$ cat src/tl_macros.svh
/* Widths, host count, address map and RAM depth
   shared by the TL-UL interconnect */
`ifndef TL_MACROS_SVH
`define TL_MACROS_SVH

// Bus widths, mask is TL_DW/8 bits
`define TL_AW 32
`define TL_DW 32

// Source widths, device side carries the host index on top
`define TL_HSW 2
`define TL_DSW (`TL_HSW + 1)

`define TL_NUM_HOSTS 2

// RAM window, everything else falls through to device 0
`define TL_DEV1_BASE 32'h1000_0000
`define TL_DEV1_MASK 32'h0FFF_FFFF
`define TL_RAM_WORDS 16

`endif
$ cat src/tl_route_pkg.sv
/* Routing types for the sockets
   Device link select and host index */
`default_nettype none
`include "tl_macros.svh"

package tl_route_pkg;

  typedef enum logic {
    LINK_EXT = 1'b0,
    LINK_RAM = 1'b1
  } tl_link_e;

  // Also the top bit(s) of the device-side source
  typedef logic [$clog2(`TL_NUM_HOSTS)-1:0] host_idx_t;

endpackage

`default_nettype wire

$ cat src/tl_pkg.sv
/* TL-UL protocol types
   A and D channel opcode enums */
`default_nettype none

package tl_pkg;

  // Channel A opcodes, TL-UL subset
  typedef enum logic [2:0] {
    PutFullData = 3'd0,
    Get         = 3'd4
  } tl_a_op_e;

  // Channel D opcodes
  typedef enum logic [2:0] {
    AccessAck     = 3'd0,
    AccessAckData = 3'd1
  } tl_d_op_e;

endpackage

`default_nettype wire

$ cat src/tl_socket_1n.sv
/* One-to-many TL-UL socket
   Address decode of A onto the device links, D merge with RAM priority */
`timescale 1ns/100ps
`default_nettype none
`include "tl_macros.svh"

module tl_socket_1n
  import tl_pkg::*;
  import tl_route_pkg::*;
(
  input  logic                clk_i,
  input  logic                reset_i,

  input  logic                host_a_valid_i,
  input  tl_a_op_e            host_a_opcode_i,
  input  logic [`TL_AW-1:0]   host_a_address_i,
  input  logic [`TL_DW-1:0]   host_a_data_i,
  input  logic [`TL_DW/8-1:0] host_a_mask_i,
  input  logic [`TL_DSW-1:0]  host_a_source_i,
  output logic                host_a_ready_o,
  output logic                host_d_valid_o,
  output tl_d_op_e            host_d_opcode_o,
  output logic [`TL_DW-1:0]   host_d_data_o,
  output logic [`TL_DSW-1:0]  host_d_source_o,
  output logic                host_d_denied_o,
  input  logic                host_d_ready_i,

  output logic                ext_a_valid_o,
  output tl_a_op_e            ext_a_opcode_o,
  output logic [`TL_AW-1:0]   ext_a_address_o,
  output logic [`TL_DW-1:0]   ext_a_data_o,
  output logic [`TL_DW/8-1:0] ext_a_mask_o,
  output logic [`TL_DSW-1:0]  ext_a_source_o,
  input  logic                ext_a_ready_i,
  input  logic                ext_d_valid_i,
  input  tl_d_op_e            ext_d_opcode_i,
  input  logic [`TL_DW-1:0]   ext_d_data_i,
  input  logic [`TL_DSW-1:0]  ext_d_source_i,
  input  logic                ext_d_denied_i,
  output logic                ext_d_ready_o,

  output logic                ram_a_valid_o,
  output tl_a_op_e            ram_a_opcode_o,
  output logic [`TL_AW-1:0]   ram_a_address_o,
  output logic [`TL_DW-1:0]   ram_a_data_o,
  output logic [`TL_DW/8-1:0] ram_a_mask_o,
  output logic [`TL_DSW-1:0]  ram_a_source_o,
  input  logic                ram_a_ready_i,
  input  logic                ram_d_valid_i,
  input  tl_d_op_e            ram_d_opcode_i,
  input  logic [`TL_DW-1:0]   ram_d_data_i,
  input  logic [`TL_DSW-1:0]  ram_d_source_i,
  input  logic                ram_d_denied_i,
  output logic                ram_d_ready_o
);

  tl_link_e a_link;

  // RAM window, everything else is the default device
  assign a_link = ((host_a_address_i & ~`TL_DEV1_MASK) == `TL_DEV1_BASE) ?
                  LINK_RAM : LINK_EXT;

  assign ext_a_valid_o   = host_a_valid_i && (a_link == LINK_EXT);
  assign ram_a_valid_o   = host_a_valid_i && (a_link == LINK_RAM);
  assign host_a_ready_o  = (a_link == LINK_RAM) ? ram_a_ready_i : ext_a_ready_i;

  assign ext_a_opcode_o  = host_a_opcode_i;
  assign ext_a_address_o = host_a_address_i;
  assign ext_a_data_o    = host_a_data_i;
  assign ext_a_mask_o    = host_a_mask_i;
  assign ext_a_source_o  = host_a_source_i;
  assign ram_a_opcode_o  = host_a_opcode_i;
  assign ram_a_address_o = host_a_address_i;
  assign ram_a_data_o    = host_a_data_i;
  assign ram_a_mask_o    = host_a_mask_i;
  assign ram_a_source_o  = host_a_source_i;

  // RAM wins the D merge, external device waits
  assign host_d_valid_o  = ram_d_valid_i || ext_d_valid_i;
  assign host_d_opcode_o = ram_d_valid_i ? ram_d_opcode_i : ext_d_opcode_i;
  assign host_d_data_o   = ram_d_valid_i ? ram_d_data_i : ext_d_data_i;
  assign host_d_source_o = ram_d_valid_i ? ram_d_source_i : ext_d_source_i;
  assign host_d_denied_o = ram_d_valid_i ? ram_d_denied_i : ext_d_denied_i;
  assign ram_d_ready_o   = host_d_ready_i;
  assign ext_d_ready_o   = host_d_ready_i && !ram_d_valid_i;

  // Losing external response is stalled and still offered next cycle
  d_merge_a: assert property (@(posedge clk_i) disable iff (reset_i)
    ram_d_valid_i && ext_d_valid_i |-> !ext_d_ready_o ##1 ext_d_valid_i);

endmodule

`default_nettype wire

$ cat config.mk
export PLATFORM = sky130hd
export DESIGN_NAME = tl_socket_1n
export DESIGN_NICKNAME = d
export VERILOG_FILES = /design/src/tl_route_pkg.sv /design/src/tl_pkg.sv /design/src/tl_socket_1n.sv
export VERILOG_INCLUDE_DIRS = /design/src
export SDC_FILE = /design/constraint.sdc
export NUM_CORES = 1
export LEC_CHECK = 0
export CAP_MARGIN = 30
export CORE_AREA = 4 4 134 136
export DETAILED_ROUTE_END_ITERATION = 6
export DIE_AREA = 0 0 138 140
export DONT_BUFFER_PORTS = 1
export SETUP_SLACK_MARGIN = 0.5
export SLEW_MARGIN = 20
export SYNTH_ARGS = -nofsm -noshare
export SYNTH_HDL_FRONTEND = slang
export SYNTH_SLANG_ARGS = --single-unit
$ cat constraint.sdc
create_clock -name vclk -period 1.3
set_input_delay 0.26 -clock vclk [all_inputs]
set_output_delay 0.26 -clock vclk [all_outputs]
set_load 0.01 [all_outputs]
Word-level counts from Yosys, hierarchy flattened
Index checks and enable logic that the tools add are counted.
Word-level totals
  register bits: 0
  input port bits: 160
  output and inout bits: 193
  logic and storage cells: 13
Operators by class
  equal/unequal tests: 1
  mux-type cells: 6
  bitwise operators: 1
  reduce and logical (&&, ||, !) cells: 5
Operator list (count)
  32-bit two-way mux: 1
  3-bit two-way mux: 2
  4-bit by 1-bit == test with 1-bit output, second input constant: 1
  1-bit logical AND: 3
  1-bit two-way mux: 3
  1-bit zero test: 1
  1-bit logical OR: 1
  1-bit NOT: 1

Logic depth before layout (Yosys ltp)
  depth after elaboration: 4
  gate-level depth with buffers: 3
  mapped depth without buffers: 2

Least setup slack after synthesis
No wires, ideal clock.
  kind: input to output
  start: input port host_a_address_i[29]
  end: output port host_a_ready_o
  arrival time: 924 ps
  data required time: 1040 ps
  slack: 116 ps
  stages on the path: 2
  buffers on the path: 0
  path through: nor4b_4 > mux2_1
On the way
  cells in the longest elaborated chain, start to end: 3
Ends and longest elaborated chain
  from (decl): RTL line tl_socket_1n.sv:16  | input logic [`TL_AW-1:0] host_a_address_i,
  4-bit by 1-bit == test with 1-bit output (no line)
  1-bit two-way mux: RTL line tl_socket_1n.sv:60  | assign a_link = ((host_a_address_i & ~`TL_DEV1_MASK) == `TL_DEV1_BASE) ?
  1-bit two-way mux: RTL line tl_socket_1n.sv:65  | assign host_a_ready_o = (a_link == LINK_RAM) ? ram_a_ready_i : ext_a_ready_i;
  to (decl): RTL line tl_socket_1n.sv:20  | output logic host_a_ready_o,
No other way between the ends.

Final worst setup path
  start: input port host_a_address_i[29]
  end: output port ext_a_valid_o
On the way
  cells in the longest elaborated chain, start to end: 4
Ends and longest elaborated chain
  4-bit by 1-bit == test with 1-bit output (no line)
  1-bit two-way mux: RTL line tl_socket_1n.sv:60
  1-bit NOT: RTL line tl_socket_1n.sv:63  | assign ext_a_valid_o = host_a_valid_i && (a_link == LINK_EXT);
  1-bit logical AND: RTL line tl_socket_1n.sv:63
  to (decl): RTL line tl_socket_1n.sv:28  | output logic ext_a_valid_o,
No other way between the ends.

==> results.json <==
{
  "diodes": 0,
  "ys_warn_count": 0,
  "yosysTopAreaCell": "buf_4",
  "grt_overflow_total": 0,
  "synthCells": 199,
  "final-seq-area_um2": 0,
  "routed_wl_um": 5400,
  "grt_util_all_layers": 0.0475,
  "cp-end-kind": "primary output",
  "dr.pass1.iters": 4,
  "slew_headroom": 0.836,
  "outcome": "finished, final reports clean",
  "netlist_area_mm2": 0.00182,
  "first_global_vias": 851,
  "final_area_um2": 950,
  "cp_max_fo": 3,
  "die_h_um": 140,
  "synthToLayoutAreaGrowth_pct": -47.8,
  "drt_iter0_markers": 17,
  "vias": 652,
  "initial_core_util": 0.107,
  "avgSynthCellArea_um2": 9.14,
  "die_x_um": 138,
  "p_total_uw": 264,
  "utilization": 0.0561,
  "setup_viol": 0,
  "post-dp-hpwl_um": 4950,
  "grt_max_degree": 42,
  "cap_violations": 0,
  "drive_gt1_frac": 0.957,
  "setup.worst_path.start_class": "primary input",
  "finalHoldViolations": 0,
  "max_slew.worst_pin.slew_ps": 245,
  "required_ps": 1040,
  "wl_per_cell_um": 19.9,
  "power.density_mw_per_mm2": 279,
  "place.gp.congestion": 0.662,
  "final_cells": 271,
  "drc": 0,
  "cts_resized": 0,
  "route.antenna.remaining_nets": 0,
  "p_leak_nw": 0.358,
  "max_freq_mhz": 844,
  "fin_crit_sh": 0.912,
  "ys_seq_area_frac": 0,
  "dp.cells": 270,
  "synthTopCellsByCount": "149 x buf_4, 38 x mux2_4, 5 x buf_6",
  "port_buffers": 0,
  "die_area_mm2": 0.0193,
  "synth_cell_types": 10,
  "worstHoldPathType": "in2out",
  "synth.area.top_cells": "buf_4 62%, mux2_4 31%, buf_6 3.1%",
  "peakVddDrop_v": 0.0000799,
  "nFlopsAndLatches": 0,
  "tns_ps": 0,
  "worstSetupPathType": "in2out",
  "critPathArrivalTime_ps": 930,
  "netlist.area_leader.share": 0.615,
  "period_minus_slack_ps": 1190,
  "via_per_inst": 2.41,
  "yosysMostFrequentCell": "buf_4",
  "dpl-instance-area_um2": 942,
  "num_rows": 48,
  "core_area_mm2": 0.0169,
  "grt_pass1_wl_um": 6720,
  "nets": 208,
  "grt_antenna_before_repair": 0,
  "final.clkbuf_count": 0,
  "io_pins": 353,
  "postSynthNetCount": 359,
  "slew_viol_final": 0,
  "rsz0062_at_grt": "yes"
}
report_power, final:
part | total, mW | switching [mW] | leakage, nW | internal (mW)
clock | 0 | 0 | 0 | 0
combinational | 0.264 | 0.105 | 0.358 | 0.160
sequential | 0 | 0 | 0 | 0
total | 0.264 | 0.105 | 0.358 | 0.160
layout by cell type (no fill, tap or decap):
master,n
and2_1,1
and2b_1,1
buf_4,1
mux2_4,40
nor2b_4,1
nor4b_4,1
or2_4,1
cells by family after synthesis:
group         Yosys count  synth area share
simple gates            5            0.0275
buf+inv               154             0.646
mux                    40             0.326
stage by stage:
| stage | setup slack, ps | hold WS (ps) |
|---|---|---|
| after floorplan | 149 | 612 |
| after global routing | 68.9 | 520 |
| after detailed placement | 89.2 | 520 |
| after CTS | 118 | 520 |
| after global placement | 101 | 520 |
| final | 115 | 520 |
worst max-delay path: stages:
cell and delay [ps]:
nor4b_4 300, buf_4 160, and2b_1 200
path summary, 6_finish.rpt:
path / start / to / cells past startpoint
worst max-delay path: host_a_address_i[29] / ext_a_valid_o / 3
worst min-delay path: host_a_address_i[18] / ext_a_address_o[18] / 0
metal layers:
layer / track usage / wire length [µm]
met1: 0.0415 / 1510
met2: 0.0745 / 2360
met3: 0.0393 / 1130
met4: 0.0307 / 397
met5: 0 / 0
area by class of cell:
cell class                      instances  area [µm²]
Fill cell                            2020       16000
Multi-Input combinational cell         45         661
Tap cell                              225         282
Timing Repair Buffer                    1        7.51
what timing repair did:
| action | 4_1_cts | 5_1_grt |
|---|---|---|
| hold buffers | 0 | 0 |
| pin swaps | 1 | 1 |
| setup endpoints to repair | 42 | 42 |
| buffers inserted | 1 | 0 |
| gates cloned | 0 | 0 |
No activity file was read; power rests on OpenSTA's default activity.
