<file path="src/tl_macros.svh">
/* Widths, host count, address map and RAM depth
   shared by the TL-UL interconnect */
`ifndef TL_MACROS_SVH
`define TL_MACROS_SVH

// Bus widths, mask is TL_DW/8 bits
`define TL_AW 32
`define TL_DW 32

// Source widths, device side carries the host index on top
`define TL_HSW 2
`define TL_DSW (`TL_HSW + 1)

`define TL_NUM_HOSTS 2

// RAM window, everything else falls through to device 0
`define TL_DEV1_BASE 32'h1000_0000
`define TL_DEV1_MASK 32'h0FFF_FFFF
`define TL_RAM_WORDS 16

`endif
</file>
<file path="src/tl_pkg.sv">
/* TL-UL protocol types
   A and D channel opcode enums */
`default_nettype none

package tl_pkg;

  // Channel A opcodes, TL-UL subset
  typedef enum logic [2:0] {
    PutFullData = 3'd0,
    Get         = 3'd4
  } tl_a_op_e;

  // Channel D opcodes
  typedef enum logic [2:0] {
    AccessAck     = 3'd0,
    AccessAckData = 3'd1
  } tl_d_op_e;

endpackage

`default_nettype wire

</file>
<file path="src/tl_ram_device.sv">
/* Single-beat TL-UL RAM device
   Get and PutFullData, denied response beyond the RAM depth */
`timescale 1ns/100ps
`default_nettype none
`include "tl_macros.svh"

module tl_ram_device
  import tl_pkg::*;
(
  input  logic                clk_i,
  input  logic                reset_i,
  input  logic                a_valid_i,
  output logic                a_ready_o,
  input  tl_a_op_e            a_opcode_i,
  input  logic [`TL_AW-1:0]   a_address_i,
  input  logic [`TL_DW-1:0]   a_data_i,
  input  logic [`TL_DW/8-1:0] a_mask_i,
  input  logic [`TL_DSW-1:0]  a_source_i,
  output logic                d_valid_o,
  input  logic                d_ready_i,
  output tl_d_op_e            d_opcode_o,
  output logic [`TL_DW-1:0]   d_data_o,
  output logic [`TL_DSW-1:0]  d_source_o,
  output logic                d_denied_o
);

  localparam int IdxW = $clog2(`TL_RAM_WORDS);

  logic [`TL_DW-1:0] mem [`TL_RAM_WORDS];
  logic [`TL_AW-1:0] local_addr;
  logic [IdxW-1:0]   word_idx;
  logic              in_range;
  logic              a_xfer;
  logic              d_valid_q;

  assign local_addr = a_address_i & `TL_DEV1_MASK;
  assign word_idx   = local_addr[IdxW+1:2];
  assign in_range   = local_addr[`TL_AW-1:2] < `TL_RAM_WORDS;

  // One response in flight at a time
  assign a_ready_o = !d_valid_q;
  assign a_xfer    = a_valid_i && a_ready_o;
  assign d_valid_o = d_valid_q;

  always_ff @(posedge clk_i) begin
    if (reset_i) begin
      d_valid_q <= 1'b0;
    end else if (a_xfer) begin
      d_valid_q <= 1'b1;
    end else if (d_ready_i) begin
      d_valid_q <= 1'b0;
    end
  end

  // Byte-masked write, only inside the RAM depth
  always_ff @(posedge clk_i) begin
    if (a_xfer && a_opcode_i == PutFullData && in_range) begin
      for (int b = 0; b < `TL_DW/8; b++) begin
        if (a_mask_i[b]) begin
          mem[word_idx][8*b +: 8] <= a_data_i[8*b +: 8];
        end
      end
    end
  end

  always_ff @(posedge clk_i) begin
    if (a_xfer) begin
      d_opcode_o <= (a_opcode_i == Get) ? AccessAckData : AccessAck;
      d_data_o   <= (a_opcode_i == Get && in_range) ? mem[word_idx] : '0;
      d_source_o <= a_source_i;
      d_denied_o <= !in_range;
    end
  end

  // Held response is not overwritten by a new A
  hold_a: assert property (@(posedge clk_i) disable iff (reset_i)
    d_valid_o && !d_ready_i |=> d_valid_o && $stable(d_source_o) && $stable(d_data_o));

endmodule

`default_nettype wire

</file>
<file path="config.mk">
export PLATFORM = sky130hd
export DESIGN_NAME = tl_ram_device
export DESIGN_NICKNAME = d
export VERILOG_FILES = /design/src/tl_pkg.sv /design/src/tl_ram_device.sv
export VERILOG_INCLUDE_DIRS = /design/src
export SDC_FILE = /design/constraint.sdc
export NUM_CORES = 1
export LEC_CHECK = 0
export ABC_AREA = 1
export BUFFER_PORTS_ARGS = -buffer_cell sky130_fd_sc_hd__buf_2
export CORE_MARGIN = 5
export CORE_UTILIZATION = 40
export DETAILED_ROUTE_END_ITERATION = 8
export HOLD_SLACK_MARGIN = 0.1
export SYNTH_ARGS = -nofsm -noshare
export SYNTH_HDL_FRONTEND = slang
export SYNTH_SLANG_ARGS = --single-unit
</file>
<file path="constraint.sdc">
create_clock -name clk_i -period 4 [get_ports clk_i]
set_input_delay 0.4 -clock clk_i [delete_from_list [all_inputs] [get_ports clk_i]]
set_output_delay 0.4 -clock clk_i [all_outputs]
set_load 0.01 [all_outputs]
</file>
# == Word level (Yosys, flattened, before mapping) ==
# Memories as Yosys holds them, arrays and structs flattened. A register that Yosys moved wholly into a read port is not among the register bits.
# Index checks and enable logic that the tools add are counted.
# Widths: inputs -> output; s select.
# word_totals
mem_bits_rw,512
ff_bits,8
output_inout_bits,41
mem_count,1
in_bits,78
# op_classes
reduce_logical,9
muxes,15
n_lt_le_gt_ge,1
n_eq_ne,1
# mem_list
name,depth,word_bits,rd,rd_ports_with_merged_regs,write_ports,line_no,text
mem,16,32,1,1,1,tl_ram_device.sv:29,logic [`TL_DW-1:0] mem [`TL_RAM_WORDS];
# op_table
op,n
$lt 26x5->1 const B,1
$mux 1,15
$logic_and 1x1->1,4
$eq 3x3->1 const B,1
$logic_not 1->1,3
$logic_not 3->1,1
$reduce_bool 2->1,1

# == Longest topological paths before layout ==
# Gate-level depths: netlist of the first run.
# depth
depth_word,6
mapped_depth,12
depth_no_buf,9

# == Worst setup path after synthesis of the first run ==
# No wires, ideal clock.
# synth_path
kind,input to register
startpoint,input port a_address_i[20]
endpoint,memory mem[7][24] in the netlist's numbering (enable)
n_path_buf,1
arrival_time_ns,1.662
required_ns,3.630
cell_stages,7
setup_ns,0.370
setup_slack_ns,1.968
cell_sequence,or2_1 -> nor2_2 -> nand2_2 -> nor2_8 -> nand3_4 -> buf_6 -> nor2_1
# synth_between
elab_chain_len,4
# synth_rtl
element,line_no,text
from (decl),tl_ram_device.sv:15,"input logic [`TL_AW-1:0] a_address_i,"
$lt 26x5->1 (no source line),-,
$logic_and 1x1->1,tl_ram_device.sv:57,if (a_xfer && a_opcode_i == PutFullData && in_range) begin
$mux 1,tl_ram_device.sv:57,
$mux 1 (implied by the code),tl_ram_device.sv:60,mem[word_idx][8*b +: 8] <= a_data_i[8*b +: 8];
to (decl),tl_ram_device.sv:29,
# Every way passes these cells.

# == Worst setup path after layout of the first run ==
# layout_path
startpoint,register d_valid_q (netlist: d_valid_o)
endpoint,memory mem[9][13] in the netlist's numbering (enable)
# layout_between
elab_chain_len,6
# layout_rtl
element,line_no,text
from (decl),tl_ram_device.sv:34,logic d_valid_q;
from (signal assigned),tl_ram_device.sv:47,d_valid_q <= 1'b0;
from (signal assigned),tl_ram_device.sv:49,d_valid_q <= 1'b1;
from (signal assigned),tl_ram_device.sv:51,d_valid_q <= 1'b0;
$logic_not 1->1,tl_ram_device.sv:41,assign a_ready_o = !d_valid_q;
$logic_and 1x1->1,tl_ram_device.sv:42,assign a_xfer = a_valid_i && a_ready_o;
$logic_and 1x1->1 (2 in series),tl_ram_device.sv:57,
$mux 1,tl_ram_device.sv:57,
$mux 1 (implied by the code),tl_ram_device.sv:60,
# Every way passes these cells.

==> summary by stage, run 1 <==
Power and ir drop
In this run the power density over the cells is 461 nW/um^2. The total design power is 0.0120 W. The analysis attributes to cell leakage a power of about 11 nW. VDD sags by at most 0.321 mV.

Finish
The finished layout holds 3105 standard cells, fillers aside. Cells fill ~45% of the core in the end. Leaving out fill and tap cells, the most frequent cells in the layout are sky130_fd_sc_hd__nand2_1, sky130_fd_sc_hd__edfxtp_1, sky130_fd_sc_hd__nor2_1.

The most frequent standard cell in the layout excluding fill and tap cells is sky130_fd_sc_hd__nand2_1. Cells with a size suffix above 1 make up around a tenth of the layout. The number of filler cells placed in the layout is 5196. The area growth from synthesis to layout is 13.2%. In the final design database the tool counted 2374 nets.

Synth
The synthesized netlist occupies a cell area of 23000 sq um. After technology mapping, the gate count stands at 2194. The register area share after synthesis is 71.7%. Yosys printed 0 warnings. Counting distinct cell types in the post-synthesis netlist gives 24. The flip-flop and latch count after synthesis is 550. The average footprint of a synthesized cell is 10.5 sq um.

Timing
The hold violation total from the final report is 0. The final clock skew is roughly 0.017 ns. The smallest setup slack after layout is 1.41 ns. Setup repair after global routing left no endpoint under its margin. At the pin with the least slew margin, the transition time is 1.12 ns. The portion of the clock cycle consumed by the worst path in the final layout is 64.9%. The final number of setup-violating endpoints is 0.

The sum of negative setup slack is 0 ns. Derived from the worst setup path, the maximum achievable clock frequency is 385 MHz. The final period demand of the worst path is around 2.6 ns. The number of max-slew violations in the final report is 0.

The tightest slew margin relative to the limit is 25.6%.

Placement
After legalization and detailed placement, the total HPWL measured 30600 um. The routability congestion estimate from global placement is around 0.74. The number of port buffers is 110. Timing analysis after detailed placement gives a worst setup slack of between 1 and 1.5 ns.

The instance count after placement with tap cells included is approximately 3000.

Route
The routed layout has 14700 vias. For this block, the initial DRC count from the detailed router was approximately 1100. The detail route stage leaves a number of antenna-violating nets equal to 0. The average routed wire per standard cell is 17.1 um. The pre-antenna-repair detailed-routing pass consisted of 5 iterations. After detailed routing, the number of remaining DRC violations is 0. For this block, the routed nets add up to ~53000 um of wire.

Using the TritonRoute via totals, the vias-per-cell ratio works out to 4.73.

Critical path
At the worst endpoint, the arrival time is 2.81 ns. The setup path with the least slack is of type reg2reg. The kind of end point of the critical path is a flop.

The biggest fanout along the worst timing path is 16. The kind of start point of the critical path is a flop. The worst-case reg-to-reg path depth is 5. For this design, the slowest cell found on the critical path is sky130_fd_sc_hd__nor2_1. The critical path goes through inv_2 -> nand2_1 -> nor3_4 -> nand3_4 -> nor2_1.

The family with the most delay on the worst path is simple AND/OR/NAND/NOR gates. The total stage count of the critical path is 5. The stage delay of the slowest cell on the critical path is between 0.8 and 0.9 ns. The number of buffers and inverters on the critical path is 1. STA puts the critical path data required time at between 4 and 5 ns.

Clocking
The clock insertion delay at the later pin of the skew report is approximately 0.60 ns. The clock net sink count is 550. In this run the number of H-tree levels came out at 2. The worst-case clock buffer depth is 3. The clock tree root driver cell is sky130_fd_sc_hd__clkbuf_16. The number of clock buffers added by TritonCTS is between 50 and 60. The post-CTS repair timing setup buffer count is 0. The clock transition at the registers of the reported paths is around 0.07 ns. TritonCTS built the clock tree.

Die
After floorplanning, the core was sized to cover 57400 sq um. For this configuration, the core starts out at a cell density of 40.1%. The floorplan die height is around 250 um. The standard-cell row count is 88. The die covers 62500 sq um. The boundary pin count is between 100 and 150. The horizontal extent of the die is around 250 um.

Run status
The flow ran to the end, and the final reports show no timing, DRC or antenna violations.

Min path
The class of the tightest hold or removal check is in2reg. The worst hold path depth is 1.

Global route
The pin count of the biggest net entering global routing is between 200 and 250. The via count of the first global-routing pass is 14100. The number of antenna violations at the first check in global routing is 4.

The leftover overflow at the end of global routing is 0. The total global-route track usage is between 15 and 20%. The first-pass GRT wire length is ~80000 um.

Job
The max-cap violation count is 0.
## logic make-up after synthesis
logic type / Yosys count / synth area share [%]
buffers and inverters: 117 / 2.83
other: 1 / 0.0163
AO/OA/AOI/OAI: 1 / 0.0217
AND/OR/NAND/NOR: 1525 / 25.5
flip-flops: 550 / 71.7
## flip-flops by register name, summed over array words and instances (netlist names)
| name | flops |
|---|---|
| mem | 512 |
| d_data_o | 32 |
| d_source_o | 3 |
| d_denied_o | 1 |
| d_opcode_o | 1 |
| d_valid_o | 1 |
## routing by layer
layer	vias up	global-route usage (%)	routed length (um)
li1	7301	-	-
met3	78	3.55	3080
met5	-	0	47
met1	6928	21.6	23000
met4	6	5.22	1190
met2	359	28.0	25800
## power by group
part / switching [W] / leakage [nW] / internal, W
Sequential: 0.00000643 / 4.96 / 0.00636
Combinational: 0.000469 / 4.85 / 0.000173
Clock: 0.00210 / 0.851 / 0.00291
## final timing paths
check	startpoint	end	slack, ns
worst max-delay path	d_valid_o	mem[9][13]	1.41
worst min-delay path	a_data_i[18]	mem[1][18]	0.19
worst max register to register	d_valid_o	mem[9][13]	1.41
worst min register to register	mem[2][30]	d_data_o[30]	0.83
## synth_stat cells
library cell               instances  area, sq um
sky130_fd_sc_hd__or2_2             1         6.26
sky130_fd_sc_hd__nand4_4           1         21.3
sky130_fd_sc_hd__nand2_4           1         11.3
sky130_fd_sc_hd__or2_4             1         8.76
sky130_fd_sc_hd__edfxtp_1        549        16500
sky130_fd_sc_hd__clkinv_1          1         3.75
sky130_fd_sc_hd__inv_1             6         22.5
sky130_fd_sc_hd__buf_4            21          158
sky130_fd_sc_hd__nor2_1          140          526
sky130_fd_sc_hd__nor2_8            1         20.0
sky130_fd_sc_hd__nand3_4           4         70.1
sky130_fd_sc_hd__nor2_2            7         43.8
sky130_fd_sc_hd__nor3_4            1         16.3
sky130_fd_sc_hd__nand2_2           1         6.26
sky130_fd_sc_hd__dfxtp_1           1         20.0
sky130_fd_sc_hd__inv_2             3         11.3
sky130_fd_sc_hd__a21oi_1           1         5.00
sky130_fd_sc_hd__nand2_1        1366         5130
sky130_fd_sc_hd__buf_6             8         90.1
sky130_fd_sc_hd__clkbuf_1         18         67.6
sky130_fd_sc_hd__conb_1            1         3.75
sky130_fd_sc_hd__or2_1             1         6.26
sky130_fd_sc_hd__buf_2            59          295
sky130_fd_sc_hd__buf_1             1         3.75
## layout make-up
| class | instances | area (sq um) | area share [%] |
|---|---|---|---|
| antenna | 1 | 2.50 | 0.00960 |
| clock buffer | 67 | 1460 | 5.61 |
| clock inverter | 33 | 289 | 1.11 |
| inverter | 10 | 47.5 | 0.182 |
| multi-input combinational | 1528 | 5890 | 22.6 |
| sequential | 550 | 16500 | 63.3 |
| tap | 765 | 957 | 3.67 |
| timing repair buffer | 151 | 920 | 3.53 |
## stage by stage
stage,area [sq um],hold WS [ns]
floorplan,23000,0.469
global placement,24300,0.532
detailed placement,24300,0.549
CTS,26100,0.144
global route,26100,0.171
finish,26100,0.187
## timing repair
action                    CTS  global route
hold buffers                5             0
hold endpoints to repair    4             0
resized for setup           0             0
Note: power is estimated with default switching activity, not from simulation.
==> inputs of run 2 (changes only) <==
- clock period: 4 -> 2.1 ns (I/O delays scaled with it)
==> summary by stage, run 2 (synthesis results as in run 1) <==
Power and ir drop
Summed over all cells, the static leakage comes to ~11 nW. Of the total power, the share spent switching nets is 21.8%. Per report_power, the combinational group accounts for 6.0% of the total.

The cell-internal power is 0.0182 W. Dividing total power by cell area gives a power density of 862 nW/um^2. The clock network is responsible for 41.9% of the overall power. The register share of total power is 52.1%.

The worst-case IR drop observed on VDD is 0.633 mV. For this design the total switching power over the nets is around 0.0051 W.

Timing
The final hold slack is 0.267 ns. The sum of negative setup slack is 0 ns. Setup repair after global routing left no endpoint under its margin. The final period demand of the worst path is around 1.9 ns.

The tightest slew margin relative to the limit is between 60% and 70%. The slew at the pin closest to its max-slew limit is 0.592 ns. The final number of setup-violating endpoints is 0.

The number of max-slew violations in the final report came to 0. Derived from the worst setup path, the maximum achievable clock frequency is roughly 530 MHz. The hold violation total from the final report is 0. The clock arrives with 0.0117 ns of skew. The final critical path takes up 89.4% of the cycle.

Global route
The pin count of the biggest net entering global routing is around 90. The first global-routing pass estimated 89400 um of wire. The leftover overflow at the end of global routing is 0.

Global routing consumed, over all layers together, 18.4% of the routing resources. The via count of the first global-routing pass is 15400. The number of antenna violations at the first check in global routing came to 2.

Critical path
In this run the worst path has a maximum fanout of 16. The most common cell type on the critical path is sky130_fd_sc_hd__buf_4. The launching point of the worst reg2reg path is d_valid_o. The arrival time reported for the critical path endpoint is 2.19 ns. The timing startpoint of the critical path is d_valid_o. The number of buffers and inverters on the critical path is 3. Broken down by cell family, the worst path's largest delay share belongs to simple AND/OR/NAND/NOR gates. The worst setup path is captured at a flop. Traced cell by cell, the critical path runs through inv_2 -> nand2_2 -> nor3_4 -> buf_4 -> nand3_4 -> nor2_1 -> buf_4. The stage delay of the slowest cell on the critical path is roughly 0.31 ns. The kind of start point of the critical path is a flop. The master of the slowest instance on the critical path is sky130_fd_sc_hd__dfxtp_1. The critical path is of the reg2reg type. The data required time of the worst path is approximately 2.4 ns.

Finish
The summed area of non-filler cells in the final layout is 27000 sq um. The signed area change from the synthesized netlist to the final layout is 17.3%. The net count of the finished layout is 2472. The fraction of final layout cells sized beyond drive strength 1 is 12.4%.

Once layout is complete, the utilization of the core stands at 47.1%. The library cell used most frequently in the layout, excluding fill and tap cells, is sky130_fd_sc_hd__nand2_1. The repair_antennas step left the layout with diodes totalling 0. The largest registers in the layout are mem x512, d_data_o x32, d_source_o x3.

The library cells used most frequently in the layout, excluding fill and tap cells, are sky130_fd_sc_hd__nand2_1, sky130_fd_sc_hd__edfxtp_1, sky130_fd_sc_hd__nor2_1. The register with the most flip-flops in the layout has 512 of them. mem holds more flip-flops than any other register.

Route
Wire segments on met2 add up to 27200 um in the final route. After detailed routing, the number of remaining DRC violations is 0. Signal routing reaches up to met5. The length of the first detailed-routing pass in iterations is 5.

The met1 layer wirelength in the final routing is between 20000 and 30000 um. The final antenna-violating net count is 0. The first routing iteration left 1196 violations.

In the routed layout, each cell is associated on average with a via count of roughly 4.8. The routed via count is 15300. The routed design uses ~3800 um of met3 wire. The routed design has 58100 um of wire. In the final routed layout, each cell accounts on average for 18.1 um.

Placement
Detailed placement ended at an HPWL of 35900 um. During placement, the flow inserted port buffers numbering 110. Once placement finished, the instance area stood at 24800 sq um. The routability congestion estimate from global placement is 0.828.

Die
The floorplan die height is 250 um. The initial cell density of the core is 40.1%. The floorplan step set the die width to between 200 and 250 um. The standard-cell row count is 88. The floorplan step defined a die boundary enclosing 62500 sq um.

The boundary pin count is 119. The floorplan core area is between 50000 and 60000 sq um.

Clocking
The TritonCTS buffer count is 56. The clock net sink count is 550. Post-CTS timing repair inserted 0 buffers for setup. The H-tree generated during clock tree synthesis spans 2 levels. The worst-case clock buffer depth is 3. TritonCTS built the clock tree. The clock tree root driver cell is sky130_fd_sc_hd__clkbuf_16. For the worst-skew pair, the clock arrives at the later sink with an insertion delay of 0.61 ns. The clock transition at the registers of the reported paths is around 0.06 ns.

Min path
The min-delay analysis places its worst path in the category in2reg. The worst hold path begins at a_address_i[12].

Job
The max-cap violation count is 0.

Run status
The flow ran to the end, and the final reports show no timing, DRC or antenna violations.
-- run 2: cell count changes in the layout (fill, tap and decap cells not counted), moves of 2 or more --
cell,change
sky130_fd_sc_hd__inv_6,+2
sky130_fd_sc_hd__clkinv_2,-8
sky130_fd_sc_hd__buf_12,+7
sky130_fd_sc_hd__clkbuf_1,+6
sky130_fd_sc_hd__dlygate4sd3_1,+37
sky130_fd_sc_hd__buf_4,+53
-- run 2: stage by stage --
stage / std cells / total power [W] / worst slack [ns]
2_1_floorplan: 2195 / 0.0131 / 0.142
3_3_place_gp: 3059 / 0.0137 / 0.136
3_5_place_dp: 3059 / 0.0137 / 0.118
4_1_cts: 3203 / 0.0235 / 0.0841
5_1_grt: 3203 / 0.0241 / 0.0862
6_report: 3203 / 0.0233 / 0.222
-- run 2: final cells by class --
cell class                      count  area, sq um
Tap cell                          765          957
Inverter                           10         47.5
Multi-Input combinational cell   1528         5900
Clock buffer                       73         1490
Fill cell                        5224        30300
Sequential cell                   550        16500
Clock inverter                     29          299
Timing Repair Buffer              248         1830
-- run 2: power groups by stage --
stage / logic [W] / registers (W) / clock network (W)
after detailed placement: 0.00135 / 0.0124 / 0
after CTS: 0.00142 / 0.0121 / 0.00996
after floorplan: 0.000706 / 0.0124 / 0
after global routing: 0.00156 / 0.0121 / 0.0104
final: 0.00140 / 0.0121 / 0.00976
after global placement: 0.00134 / 0.0124 / 0
-- run 2: timing repair --
action / CTS / global route
hold endpoints to repair: 534 / 0
hold buffers: 42 / 0
resized for setup: 0 / 1
setup endpoints to repair: 0 / 100
-- run 2: worst reg2reg max path, cell delays in order (launching register included) --
cell and delay (ns):
sky130_fd_sc_hd__dfxtp_1 0.31, sky130_fd_sc_hd__inv_2 0.06, sky130_fd_sc_hd__nand2_2 0.16, sky130_fd_sc_hd__nor3_4 0.22
sky130_fd_sc_hd__buf_4 0.17, sky130_fd_sc_hd__nand3_4 0.25, sky130_fd_sc_hd__nor2_1 0.22, sky130_fd_sc_hd__buf_4 0.20
-- run 2: final timing paths --
kind | endpoint | slack [ns] | cells past startpoint
worst max-delay path | mem[12][3] | 0.22 | 7
worst min-delay path | mem[15][29] | 0.27 | 6
worst max register to register | mem[12][3] | 0.22 | 7
worst min register to register | d_data_o[17] | 0.82 | 8
-- run 2: routing by layer --
| metal | vias to the layer above | track usage, % |
|---|---|---|
| met5 | - | 0 |
| met1 | 7284 | 25.0 |
| met4 | 4 | 5.16 |
| met2 | 438 | 30.1 |
| li1 | 7496 | - |
| met3 | 113 | 4.11 |
